## config.mk

```make
export PLATFORM = sky130hd
export DESIGN_NAME = noc_switch
export DESIGN_NICKNAME = d
export VERILOG_FILES = /design/src/design/noc_flit_pkg.sv /design/src/design/noc_cfg_pkg.sv /design/src/design/route_cfg_if.sv /design/src/design/route_table_regs.sv /design/src/design/route_compute.sv /design/src/design/input_vc_buffers.sv /design/src/design/switch_allocator.sv /design/src/design/noc_switch.sv
export SDC_FILE = /design/constraint.sdc
export NUM_CORES = 2
export LEC_CHECK = 0
export BUFFER_PORTS_ARGS = -buffer_cell sky130_fd_sc_hd__clkbuf_2
export CAP_MARGIN = 20
export CORE_MARGIN = 3
export CORE_UTILIZATION = 60
export DETAILED_ROUTE_END_ITERATION = 10
export PLACE_DENSITY = 0.78
export SLEW_MARGIN = 15
export SYNTH_ARGS = -nofsm -noshare
export SYNTH_HDL_FRONTEND = slang
export SYNTH_SLANG_ARGS = --single-unit
```

## constraint.sdc

```tcl
create_clock -name clk -period 7.7 [get_ports clk]
set_clock_uncertainty 0.05 [all_clocks]
set_input_delay 0 -clock clk [delete_from_list [all_inputs] [get_ports clk]]
set_output_delay 0 -clock clk [all_outputs]
set_load 0.03 [all_outputs]
```

## src/design/noc_flit_pkg.sv

```systemverilog
package noc_flit_pkg;

    // Two virtual channels per physical port
    localparam int NUM_VCS = 2;

    localparam int CFG_VALUE_W = 18;

    // Format codes in the top nibble of every flit
    localparam logic [3:0] FMT_DATA       = 4'h1;
    localparam logic [3:0] FMT_SWITCH_CFG = 4'h2;

    typedef struct packed {
        logic [3:0]  fmt;
        logic [4:0]  dest;
        logic [22:0] payload;
    } data_view_t;

    typedef struct packed {
        logic [3:0]             fmt;
        logic [4:0]             dest;
        logic [4:0]             addr;
        logic [CFG_VALUE_W-1:0] value;
    } cfg_view_t;

    // Same 32-bit word seen as data or as a register write
    typedef union packed {
        data_view_t data;
        cfg_view_t  cfg;
    } flit_word_u;

endpackage

```

## src/design/noc_cfg_pkg.sv

```systemverilog
package noc_cfg_pkg;

    localparam int NODE_W = 5;

    // Top of the register map holds the node id
    localparam logic [NODE_W-1:0] NODE_ID_ADDR = 5'd31;

    // Route entries occupy the addresses below the node id register
    localparam int ROUTE_ADDR_LIMIT = 31;

    function automatic int port_w(input int num_ports);
        return (num_ports > 1) ? $clog2(num_ports) : 1;
    endfunction

    function automatic int route_entries(input int total_nodes);
        return (total_nodes < ROUTE_ADDR_LIMIT) ? total_nodes : ROUTE_ADDR_LIMIT;
    endfunction

endpackage

```

## src/design/route_cfg_if.sv

```systemverilog
`timescale 1ns/100ps

interface route_cfg_if #(
    parameter int NUM_PORTS   = 4,
    parameter int TOTAL_NODES = 16
);
    localparam int PORT_W      = noc_cfg_pkg::port_w(NUM_PORTS);
    localparam int NUM_ENTRIES = noc_cfg_pkg::route_entries(TOTAL_NODES);

    // Register write from a claimed config flit
    logic                                  cfg_write;
    logic [noc_cfg_pkg::NODE_W-1:0]        cfg_addr;
    logic [noc_flit_pkg::CFG_VALUE_W-1:0]  cfg_value;

    // Register contents seen by route compute
    logic [noc_cfg_pkg::NODE_W-1:0]        node_id;
    logic [NUM_ENTRIES-1:0][PORT_W-1:0]    route_table;

    modport compute (output cfg_write, cfg_addr, cfg_value, input node_id, route_table);
    modport regs    (input cfg_write, cfg_addr, cfg_value, output node_id, route_table);
endinterface

// Head of each port-VC FIFO as seen by the allocator
interface buf_head_if #(
    parameter int NUM_PORTS = 4
);
    localparam int NUM_SLOTS = NUM_PORTS * noc_flit_pkg::NUM_VCS;
    localparam int PORT_W    = noc_cfg_pkg::port_w(NUM_PORTS);

    logic [NUM_SLOTS-1:0]                           head_valid;
    noc_flit_pkg::flit_word_u [NUM_SLOTS-1:0]       head_flit;
    logic [NUM_SLOTS-1:0][PORT_W-1:0]               head_port;
    logic [NUM_SLOTS-1:0]                           pop;

    modport buffers (output head_valid, head_flit, head_port, input pop);
    modport alloc   (input head_valid, head_flit, head_port, output pop);
endinterface

```

## src/design/route_table_regs.sv

```systemverilog
`timescale 1ns/100ps

module route_table_regs #(
    parameter int NUM_PORTS   = 4,
    parameter int TOTAL_NODES = 16,
    localparam int PORT_W      = noc_cfg_pkg::port_w(NUM_PORTS),
    localparam int NUM_ENTRIES = noc_cfg_pkg::route_entries(TOTAL_NODES)
) (
    input logic       clk,
    input logic       arst_n,
    route_cfg_if.regs cfg
);
    logic [noc_cfg_pkg::NODE_W-1:0]     node_id_q;
    logic [NUM_ENTRIES-1:0][PORT_W-1:0] table_q;
    logic [PORT_W-1:0]                  new_port;

    // Only the low bits of the value carry the port index
    assign new_port = cfg.cfg_value[PORT_W-1:0];

    always_ff @(posedge clk or negedge arst_n) begin
        if (!arst_n) begin
            node_id_q <= '0;
            // Default route spreads nodes over ports in turn
            for (int i = 0; i < NUM_ENTRIES; i++) begin
                table_q[i] <= PORT_W'(i % NUM_PORTS);
            end
        end else if (cfg.cfg_write) begin
            if (cfg.cfg_addr == noc_cfg_pkg::NODE_ID_ADDR) begin
                node_id_q <= cfg.cfg_value[noc_cfg_pkg::NODE_W-1:0];
            end else if (int'(cfg.cfg_addr) < NUM_ENTRIES && int'(new_port) < NUM_PORTS) begin
                table_q[cfg.cfg_addr] <= new_port;
            end
            // Anything else falls outside the register map
        end
    end

    assign cfg.node_id     = node_id_q;
    assign cfg.route_table = table_q;

endmodule

```

## src/design/route_compute.sv

```systemverilog
`timescale 1ns/100ps

module route_compute #(
    parameter int NUM_PORTS   = 4,
    parameter int TOTAL_NODES = 16,
    localparam int PORT_W      = noc_cfg_pkg::port_w(NUM_PORTS),
    localparam int NUM_ENTRIES = noc_cfg_pkg::route_entries(TOTAL_NODES)
) (
    input  logic                                    clk,
    input  logic                                    arst_n,
    input  logic [NUM_PORTS-1:0]                    in_valid,
    input  noc_flit_pkg::flit_word_u [NUM_PORTS-1:0] in_flit,
    input  logic [NUM_PORTS-1:0]                    in_vc,
    route_cfg_if.compute                            cfg,
    output logic [NUM_PORTS-1:0]                    wr_valid,
    output noc_flit_pkg::flit_word_u [NUM_PORTS-1:0] wr_flit,
    output logic [NUM_PORTS-1:0]                    wr_vc,
    output logic [NUM_PORTS-1:0][PORT_W-1:0]        wr_port
);
    logic [NUM_PORTS-1:0]             cfg_hit;
    logic [NUM_PORTS-1:0]             claim;
    logic [NUM_PORTS-1:0][PORT_W-1:0] lookup_port;

    always_comb begin
        claim = '0;
        for (int p = 0; p < NUM_PORTS; p++) begin
            // Ours if addressed to us, or to anyone while unnamed
            cfg_hit[p] = in_valid[p]
                && in_flit[p].cfg.fmt == noc_flit_pkg::FMT_SWITCH_CFG
                && (in_flit[p].cfg.dest == cfg.node_id || cfg.node_id == '0);
            // Lowest port takes the single register write slot
            if (cfg_hit[p] && claim == '0) begin
                claim[p] = 1'b1;
            end
            if (int'(in_flit[p].data.dest) < NUM_ENTRIES) begin
                lookup_port[p] = cfg.route_table[in_flit[p].data.dest];
            end else begin
                lookup_port[p] = '0;
            end
        end
    end

    always_ff @(posedge clk or negedge arst_n) begin
        if (!arst_n) begin
            wr_valid      <= '0;
            cfg.cfg_write <= 1'b0;
        end else begin
            wr_valid      <= in_valid & ~claim;
            cfg.cfg_write <= |claim;
        end
    end

    always_ff @(posedge clk) begin
        wr_flit <= in_flit;
        wr_vc   <= in_vc;
        wr_port <= lookup_port;
        for (int p = 0; p < NUM_PORTS; p++) begin
            if (claim[p]) begin
                cfg.cfg_addr  <= in_flit[p].cfg.addr;
                cfg.cfg_value <= in_flit[p].cfg.value;
            end
        end
    end

endmodule

```

## src/design/input_vc_buffers.sv

```systemverilog
`timescale 1ns/100ps

module input_vc_buffers #(
    parameter int NUM_PORTS    = 4,
    parameter int BUFFER_DEPTH = 4,
    localparam int PORT_W = noc_cfg_pkg::port_w(NUM_PORTS)
) (
    input  logic                                           clk,
    input  logic                                           arst_n,
    input  logic [NUM_PORTS-1:0]                           wr_valid,
    input  noc_flit_pkg::flit_word_u [NUM_PORTS-1:0]       wr_flit,
    input  logic [NUM_PORTS-1:0]                           wr_vc,
    input  logic [NUM_PORTS-1:0][PORT_W-1:0]               wr_port,
    output logic [NUM_PORTS-1:0][noc_flit_pkg::NUM_VCS-1:0] buffer_available,
    buf_head_if.buffers                                    heads
);
    localparam int NV        = noc_flit_pkg::NUM_VCS;
    localparam int NUM_SLOTS = NUM_PORTS * NV;
    localparam int PTR_W     = (BUFFER_DEPTH > 1) ? $clog2(BUFFER_DEPTH) : 1;
    localparam int CNT_W     = $clog2(BUFFER_DEPTH + 1);

    // Slot s holds port s/NV, VC s%NV
    noc_flit_pkg::flit_word_u [BUFFER_DEPTH-1:0] mem_flit [NUM_SLOTS];
    logic [BUFFER_DEPTH-1:0][PORT_W-1:0]         mem_port [NUM_SLOTS];
    logic [NUM_SLOTS-1:0][PTR_W-1:0]             rd_ptr_q;
    logic [NUM_SLOTS-1:0][PTR_W-1:0]             wr_ptr_q;
    logic [NUM_SLOTS-1:0][CNT_W-1:0]             count_q;
    logic [NUM_SLOTS-1:0]                        push;
    logic [NUM_SLOTS-1:0]                        pop;

    function automatic logic [PTR_W-1:0] next_ptr(input logic [PTR_W-1:0] ptr);
        if (int'(ptr) == BUFFER_DEPTH - 1) begin
            return '0;
        end
        return ptr + 1'b1;
    endfunction

    always_comb begin
        for (int s = 0; s < NUM_SLOTS; s++) begin
            pop[s] = heads.pop[s] && count_q[s] != '0;
            // A full FIFO still accepts when its head leaves this cycle
            push[s] = wr_valid[s / NV] && int'(wr_vc[s / NV]) == s % NV
                && (count_q[s] != CNT_W'(BUFFER_DEPTH) || pop[s]);
            heads.head_valid[s] = count_q[s] != '0;
            heads.head_flit[s]  = mem_flit[s][rd_ptr_q[s]];
            heads.head_port[s]  = mem_port[s][rd_ptr_q[s]];
            buffer_available[s / NV][s % NV] = count_q[s] != CNT_W'(BUFFER_DEPTH);
        end
    end

    always_ff @(posedge clk or negedge arst_n) begin
        if (!arst_n) begin
            rd_ptr_q <= '0;
            wr_ptr_q <= '0;
            count_q  <= '0;
        end else begin
            for (int s = 0; s < NUM_SLOTS; s++) begin
                if (push[s]) begin
                    wr_ptr_q[s] <= next_ptr(wr_ptr_q[s]);
                end
                if (pop[s]) begin
                    rd_ptr_q[s] <= next_ptr(rd_ptr_q[s]);
                end
                count_q[s] <= count_q[s] + CNT_W'(push[s]) - CNT_W'(pop[s]);
            end
        end
    end

    always_ff @(posedge clk) begin
        for (int s = 0; s < NUM_SLOTS; s++) begin
            if (push[s]) begin
                mem_flit[s][wr_ptr_q[s]] <= wr_flit[s / NV];
                mem_port[s][wr_ptr_q[s]] <= wr_port[s / NV];
            end
        end
    end

endmodule

```

## src/design/switch_allocator.sv

```systemverilog
`timescale 1ns/100ps

module switch_allocator #(
    parameter int NUM_PORTS    = 4,
    parameter int BUFFER_DEPTH = 4
) (
    input  logic                                     clk,
    input  logic                                     arst_n,
    buf_head_if.alloc                                heads,
    input  logic [NUM_PORTS-1:0]                     credit_return,
    output logic [NUM_PORTS-1:0]                     out_valid,
    output noc_flit_pkg::flit_word_u [NUM_PORTS-1:0] out_flit,
    output logic [NUM_PORTS-1:0]                     out_vc
);
    localparam int NUM_SLOTS = NUM_PORTS * noc_flit_pkg::NUM_VCS;
    localparam int SLOT_W    = (NUM_SLOTS > 1) ? $clog2(NUM_SLOTS) : 1;
    localparam int CREDIT_W  = $clog2(BUFFER_DEPTH + 1);

    logic [NUM_PORTS-1:0][SLOT_W-1:0]   prio_q;
    logic [NUM_PORTS-1:0][CREDIT_W-1:0] credit_q;
    logic [NUM_PORTS-1:0]               grant;
    logic [NUM_PORTS-1:0][SLOT_W-1:0]   winner;

    // One rotating-priority search per output
    always_comb begin
        int idx;
        grant     = '0;
        winner    = '0;
        heads.pop = '0;
        for (int o = 0; o < NUM_PORTS; o++) begin
            for (int k = 0; k < NUM_SLOTS; k++) begin
                idx = int'(prio_q[o]) + k;
                if (idx >= NUM_SLOTS) begin
                    idx = idx - NUM_SLOTS;
                end
                if (!grant[o] && credit_q[o] != '0 && heads.head_valid[idx]
                        && int'(heads.head_port[idx]) == o) begin
                    grant[o]  = 1'b1;
                    winner[o] = SLOT_W'(idx);
                end
            end
            // Each slot targets one output, so pops never collide
            if (grant[o]) begin
                heads.pop[winner[o]] = 1'b1;
            end
        end
    end

    always_ff @(posedge clk or negedge arst_n) begin
        if (!arst_n) begin
            out_valid <= '0;
            prio_q    <= '0;
            for (int o = 0; o < NUM_PORTS; o++) begin
                credit_q[o] <= CREDIT_W'(BUFFER_DEPTH);
            end
        end else begin
            out_valid <= grant;
            for (int o = 0; o < NUM_PORTS; o++) begin
                if (grant[o]) begin
                    // Winner drops to lowest priority
                    prio_q[o] <= (int'(winner[o]) == NUM_SLOTS - 1) ? '0 : winner[o] + 1'b1;
                end
                credit_q[o] <= credit_q[o] - CREDIT_W'(grant[o]) + CREDIT_W'(credit_return[o]);
            end
        end
    end

    always_ff @(posedge clk) begin
        for (int o = 0; o < NUM_PORTS; o++) begin
            if (grant[o]) begin
                out_flit[o] <= heads.head_flit[winner[o]];
                out_vc[o]   <= 1'(int'(winner[o]) % noc_flit_pkg::NUM_VCS);
            end
        end
    end

endmodule

```

## src/design/noc_switch.sv

```systemverilog
`timescale 1ns/100ps

module noc_switch #(
    parameter int NUM_PORTS    = 4,
    parameter int BUFFER_DEPTH = 4,
    parameter int TOTAL_NODES  = 16,
    localparam int PORT_W = noc_cfg_pkg::port_w(NUM_PORTS)
) (
    input  logic                                            clk,
    input  logic                                            arst_n,
    input  logic [NUM_PORTS-1:0]                            in_valid,
    input  noc_flit_pkg::flit_word_u [NUM_PORTS-1:0]        in_flit,
    input  logic [NUM_PORTS-1:0]                            in_vc,
    input  logic [NUM_PORTS-1:0]                            credit_return,
    output logic [NUM_PORTS-1:0][noc_flit_pkg::NUM_VCS-1:0] buffer_available,
    output logic [NUM_PORTS-1:0]                            out_valid,
    output noc_flit_pkg::flit_word_u [NUM_PORTS-1:0]        out_flit,
    output logic [NUM_PORTS-1:0]                            out_vc,
    output logic [noc_cfg_pkg::NODE_W-1:0]                  node_id
);
    // Route compute to buffer write stage
    logic [NUM_PORTS-1:0]                     wr_valid;
    noc_flit_pkg::flit_word_u [NUM_PORTS-1:0] wr_flit;
    logic [NUM_PORTS-1:0]                     wr_vc;
    logic [NUM_PORTS-1:0][PORT_W-1:0]         wr_port;

    route_cfg_if #(.NUM_PORTS(NUM_PORTS), .TOTAL_NODES(TOTAL_NODES)) cfg_if ();
    buf_head_if #(.NUM_PORTS(NUM_PORTS)) head_if ();

    route_compute #(.NUM_PORTS(NUM_PORTS), .TOTAL_NODES(TOTAL_NODES)) u_route_compute (
        .clk(clk), .arst_n(arst_n),
        .in_valid(in_valid), .in_flit(in_flit), .in_vc(in_vc),
        .cfg(cfg_if.compute),
        .wr_valid(wr_valid), .wr_flit(wr_flit), .wr_vc(wr_vc), .wr_port(wr_port)
    );

    route_table_regs #(.NUM_PORTS(NUM_PORTS), .TOTAL_NODES(TOTAL_NODES)) u_route_table_regs (
        .clk(clk), .arst_n(arst_n), .cfg(cfg_if.regs)
    );

    input_vc_buffers #(.NUM_PORTS(NUM_PORTS), .BUFFER_DEPTH(BUFFER_DEPTH)) u_buffers (
        .clk(clk), .arst_n(arst_n),
        .wr_valid(wr_valid), .wr_flit(wr_flit), .wr_vc(wr_vc), .wr_port(wr_port),
        .buffer_available(buffer_available),
        .heads(head_if.buffers)
    );

    switch_allocator #(.NUM_PORTS(NUM_PORTS), .BUFFER_DEPTH(BUFFER_DEPTH)) u_allocator (
        .clk(clk), .arst_n(arst_n),
        .heads(head_if.alloc),
        .credit_return(credit_return),
        .out_valid(out_valid), .out_flit(out_flit), .out_vc(out_vc)
    );

    assign node_id = cfg_if.node_id;

endmodule

```

## Word-level counts from Yosys, hierarchy flattened

Memory sizes are Yosys's and may differ from the RTL's.
Index checks and enable logic that the tools add are counted.

- Add/sub/neg operators: 104
- Magnitude comparators: 107
- Equal/unequal tests: 61
- Muxes and demuxes: 511
- Bitwise logic cells: 11
- Reductions and logical operators: 215

Operators with widths:

| kind | number |
|---|---|
| $mux 128 | 16 |
| $mux 32 | 52 |
| $lt 32x5->1 const B | 32 |
| $ge 32x5->1 const B | 28 |
| $sub 32x5->32 const B | 28 |
| $bmux 32 s2 | 8 |
| $demux 32 s2 | 8 |
| $reduce_or 128->1 | 4 |
| $bmux 32 s3 | 4 |
| $mux 2 | 117 |
| $bmux 2 s3 | 32 |
| $mux 8 | 20 |
| $mux 1 | 144 |
| $logic_and 1x1->1 | 140 |
| $mux 3 | 44 |
| $bmux 1 s3 | 32 |
| $add 3x3->4 const B | 16 |
| $lt 5x5->1 const B | 10 |
| $eq 2x1->1 const B | 24 |
| $lt 2x3->1 const B | 16 |
| $mux 5 | 8 |
| $add 3x1->3 | 12 |
| $reduce_bool 3->1 | 12 |
| $sub 3x1->3 | 12 |
| other kinds (36) | 190 |

- Bits in registers: 408
- Bits in writable memories: 1088
- Bits of input ports: 142
- Memories: 2

Memory list:

| name | words | width | read ports | clocked after memory_dff | wr ports | line | source |
|---|---|---|---|---|---|---|---|
| u_buffers.mem_flit | 8 | 128 | 8 | 0 | 4 | input_vc_buffers.sv:23 | `noc_flit_pkg::flit_word_u [BUFFER_DEPTH-1:0] mem_flit [NUM_SLOTS];` |
| u_buffers.mem_port | 8 | 8 | 8 | 0 | 4 | input_vc_buffers.sv:24 | `logic [BUFFER_DEPTH-1:0][PORT_W-1:0] mem_port [NUM_SLOTS];` |

## Longest topological paths before layout

An unclocked memory read counts as a cell.

- Depth in word-level cells: 62
- Mapped depth: 25

## By module

From an unflattened synthesis, not the netlist that was laid out.

- Cell total of the unflattened synthesis: 4306
- Area, all modules: 67918.9 µm²

Modules (own cells, without submodules):

| module | times used | cells each | area an instance (µm²) |
|---|---|---|---|
| input_vc_buffers | 1 | 1740 | 42719.7 |
| switch_allocator | 1 | 2047 | 17680.7 |
| route_compute | 1 | 417 | 5950.7 |
| route_table_regs | 1 | 102 | 1567.8 |

## Least setup slack after synthesis

OpenSTA, ideal clock, no wires.

- Kind: register to register
- Start: reg u_allocator.prio_q[3] (netlist name)
- End: reg u_buffers.count_q[2] (netlist name)
- Library setup time: 0.123 ns
- Arrival time: 5.641 ns
- Data required time: 7.527 ns
- Path slack: 1.886 ns
- Stages on the path, launching flop included: 24
- Period minus slack after synthesis: 5.814 ns
- Cell sequence: dfrtp_1 inv_1 buf_1 ha_1 clkbuf_1 inv_1 nand2_1 nor2_1 a22o_1 or2_2 o21ai_1 and4b_1 nand3_1 and3_1 a32o_1 nor3_1 inv_1 ha_1 inv_1 ha_1 inv_1 fa_1 xnor2_1 xnor2_1

RTL lines:

| element | line | source |
|---|---|---|
| start: declaration | switch_allocator.sv:19 | `logic [NUM_PORTS-1:0][SLOT_W-1:0] prio_q;` |
| start signal: indexed assignment | switch_allocator.sv:61 | `prio_q[o] <= (int'(winner[o]) == NUM_SLOTS - 1) ? '0 : winner[o] + 1'b1;` |
| branches (longest 42 deep; another with $sub 32x5->32) | n/a |  |
| $mux 1 * | switch_allocator.sv:36 | `if (!grant[o] && credit_q[o] != '0 && heads.head_valid[idx]` |
| net u_allocator.grant[1] | switch_allocator.sv:21 | `logic [NUM_PORTS-1:0] grant;` |
| $mux 8 * | switch_allocator.sv:43 | `if (grant[o]) begin` |
| $or 8x8->8 (no line) | n/a |  |
| $mux 8 * | switch_allocator.sv:43 |  |
| $or 8x8->8 (no line) | n/a |  |
| $mux 8 * | switch_allocator.sv:43 |  |
| $logic_and 1x1->1 * | input_vc_buffers.sv:40 | `pop[s] = heads.pop[s] && count_q[s] != '0;` |
| net u_buffers.pop[0] | input_vc_buffers.sv:29 | `logic [NUM_SLOTS-1:0] pop;` |
| $logic_or 1x1->1 | input_vc_buffers.sv:43 | `&& (count_q[s] != CNT_W'(BUFFER_DEPTH) \|\| pop[s]);` |
| $logic_and 1x1->1 | input_vc_buffers.sv:43 |  |
| $add 3x1->3 | input_vc_buffers.sv:64 | `count_q[s] <= count_q[s] + CNT_W'(push[s]) - CNT_W'(pop[s]);` |
| $sub 3x1->3 * | input_vc_buffers.sv:64 |  |
| end signal: indexed assignment | input_vc_buffers.sv:64 |  |
| end: declaration | input_vc_buffers.sv:27 | `logic [NUM_SLOTS-1:0][CNT_W-1:0] count_q;` |

Mark *: on every way through the listed nets, which the timed path passes. The select of a mux whose other input is x is not followed.
A chain may end at the register's enable or synchronous reset.

## Worst setup path in the final report

- Start: reg u_allocator.prio_q[6] (netlist name)
- End: reg u_buffers.count_q[20] (netlist name)

- Cells in the longest elaborated chain, start to end: 56

Ends and longest elaborated chain:

| element | line |
|---|---|
| branches (longest 48 deep; another with $sub 32x5->32) | n/a |
| $mux 8 * | switch_allocator.sv:43 |
| $or 8x8->8 (no line) | n/a |
| $mux 8 * | switch_allocator.sv:43 |
| $logic_and 1x1->1 * | input_vc_buffers.sv:40 |
| net u_buffers.pop[6] | input_vc_buffers.sv:29 |
| $logic_or 1x1->1 | input_vc_buffers.sv:43 |
| $logic_and 1x1->1 | input_vc_buffers.sv:43 |
| $add 3x1->3 | input_vc_buffers.sv:64 |
| $sub 3x1->3 * | input_vc_buffers.sv:64 |

Marks and branches as above.

==> run metrics <==
vias=48,100; Setup TNS=0 ns; P&R area growth vs syn=16.8%; Final Hold Viols=0; root buf cell=clkbuf_16; Slew Limit Fails=0; Final ANT Viol Nets=0; Synth async-reset ratio=0.0842; Register-to-Register Path Depth=22; final core occ=0.709; post-synth top area share=0.530; Mapped Cells=4,795; Hold Path Class=in2reg; largest area contributor in the netlist=edfxtp_1; io pins=291; final worst-path cycle share=0.889; layout cells sized above 1=0.230; RSZ-0062 raised after global routing=false; slowest stage delay, CP=0.74 ns; Initial Util=0.607; RePlAce Congestion=1.01; Clock transition at path regs=0.06 ns; FF+latch count, synth=1,496; average wire per standard cell=33.3 um; CTS tree=done; GRT Overall Usage=0.387; CP Data Required Time=8.35 ns; crit path kind=reg2reg; fin nets=5,572; antenna violations before repair=12; first-pass GRT wire length=335,000 um; sequential-to-total area share from yosys stat=0.616; CP max FO=20; worst-path cell chain=clkinv_1, ha_1, inv_1, nor2_1, a22o_1, or4_1, o2bb2ai_1, nor4_1, a221oi_1, o32ai_1, o21a_2, buf_4, or2_2, o32a_1, nand3_1, ha_1, inv_1, ha_1, inv_1, fa_1, xnor2_1, xnor2_1; average cell area after synthesis=14.5 um2; TritonCTS Buffers=147; Tightest Pin Transition=1.12 ns; status=complete, no violations; GRT busiest layer=met2; Placed Cells=6,436; synth top area cells=edfxtp_1, mux4_2, mux2i_1; M2 GR Usage=0.608; Die W=347 um; die area=0.120 mm2; Post-Route WL=233,000 um; library cells used by synthesis=101; Yosys warning count=0; nature of the critical path endpoint=register; CTS sink cnt=1,496; drt drc=0; worst-skew pair later-pin latency=0.79 ns; final cell count without fillers=6,985; GR Util met3=0.0761; Crit path depth=22; normalized max-slew margin=0.253; hold buffer count at CTS=272; H-tree depth=4; WHS=0.0452 ns; Die Height=347 um; Post-CTS Setup Inserts=0; number of port buffers=290; Min-Delay Path Depth=3; post-CTS sizing=0; Final HPWL DP=152,000 um; cell family with most CP delay=simple AND/OR/NAND/NOR gates; largest net degree at the start of global routing=130; most frequent cells in the layout=edfxtp_1, nand2_1, mux2i_1, mux4_2, clkbuf_2; Startpoint Class=register; initial DRC count=6,809; drt first pass iters=7; commonest register cell after synthesis=edfxtp_1; Max Fclk=0.146 GHz; CP Buf/Inv Count=5; Crit-path slowest cell=dfrtp_1; number of max-cap violations=0; Post-Synthesis Net Count=5,022; Arr. time, crit path=7.49 ns; Post-synth EDFFs=1,230; Filler cells=7,103; clock buffer depth=3; M1 GR Usage=0.478; # setup viols final=0; core area=0.115 mm2; minimum clock period=6.84 ns; row cnt=124; Congestion Overflow GR=0; vias per cell=6.88; vias in the first global route=47,000; Syn Std Cell Area=0.0697 mm2; most common cell after layout, fill and taps aside=edfxtp_1
## routing by layer
metal	wire (um)	share of wire	vias up
met5	57	0.00024	-
met4	22400	0.096	10
met3	24300	0.10	826
met2	109000	0.47	3674
met1	77400	0.33	23900
li1	-	-	19700
## layout make-up
| class | instances | area, um2 | share of cell area |
|---|---|---|---|
| flip-flops and latches | 1496 | 42900 | 0.528 |
| clock inverters | 77 | 1040 | 0.0127 |
| clock buffers | 198 | 4050 | 0.0498 |
| repair buffers | 697 | 5700 | 0.0700 |
| diodes | 2 | 5.00 | 0.0000615 |
| well taps | 1512 | 1890 | 0.0232 |
| multi-input cells | 2898 | 25400 | 0.312 |
| inverters | 105 | 394 | 0.00484 |
## through the flow
step	setup slack, ns	cell area [um2]
6_report	0.857	81400
5_1_grt	0.486	81400
4_1_cts	1.02	81400
3_5_place_dp	1.08	73600
3_3_place_gp	1.21	73500
2_1_floorplan	1.89	69700
## synth_stat cells (51+ instances only)
| cell | instances |
|---|---|
| and2_1 | 84 |
| a211oi_1 | 52 |
| o211ai_1 | 83 |
| mux4_2 | 315 |
| inv_1 | 101 |
| mux2i_1 | 397 |
| nor2_1 | 237 |
| dfxtp_1 | 140 |
| ha_1 | 73 |
| nand2_1 | 485 |
| clkbuf_1 | 206 |
| mux2_2 | 160 |
| o21ai_0 | 117 |
| edfxtp_1 | 1230 |
| a21oi_1 | 51 |
| nand3_1 | 149 |
| dfrtp_1 | 106 |
## worst paths after layout
check                                            startpoint                                 to  slack [ns]
setup / recovery                      u_allocator.prio_q[6]              u_buffers.count_q[20]        0.86
hold / removal                             credit_return[3]            u_allocator.credit_q[9]        0.05
setup reg to reg                      u_allocator.prio_q[6]              u_buffers.count_q[20]        0.86
hold reg to reg            u_route_compute.cfg.cfg_value[4]  u_route_table_regs.cfg.node_id[4]        0.44
max in group asynchronous                            arst_n             u_buffers.rd_ptr_q[13]        6.13
min in group asynchronous                            arst_n            u_allocator.credit_q[5]        0.35
## registers in the layout (all words and copies together) (netlist names), 5 cells and up, named ones only
signal                              count
u_route_compute.cfg.cfg_addr            5
u_buffers.mem_port                     64
u_route_compute.wr_flit               128
u_buffers.count_q                      24
u_route_table_regs.cfg.route_table     32
u_buffers.mem_flit                   1024
u_buffers.rd_ptr_q                     16
u_route_compute.wr_port                 8
u_route_compute.cfg.cfg_value           5
u_buffers.wr_ptr_q                     16
u_allocator.out_flit                  128
u_allocator.credit_q                   12
u_route_table_regs.cfg.node_id          5
u_allocator.prio_q                     11
## tightest hold or removal path, stage by stage
cell	delay (ns)
dlygate4sd3_1	0.58
clkbuf_2	0.13
ha_1	0.12
## cells by family (layout without fill, tap and decap cells)
group                    count (synthesis)  after routing  share of synthesized area
flip-flops                            1496           1496                      0.616
adder cells (fa/ha/maj)                 85             85                     0.0166
other                                    0              2                          0
multiplexers                           881            881                      0.186
buffers and inverters                  401           1077                     0.0225
AND/OR/NAND/NOR                       1302           1302                     0.0910
AO/OA/AOI/OAI                          567            567                     0.0595
XOR/XNOR                                63             63                    0.00792
Power is not shown: default switching activity piles up to over one toggle a cycle in this logic, so the estimate is an artifact.
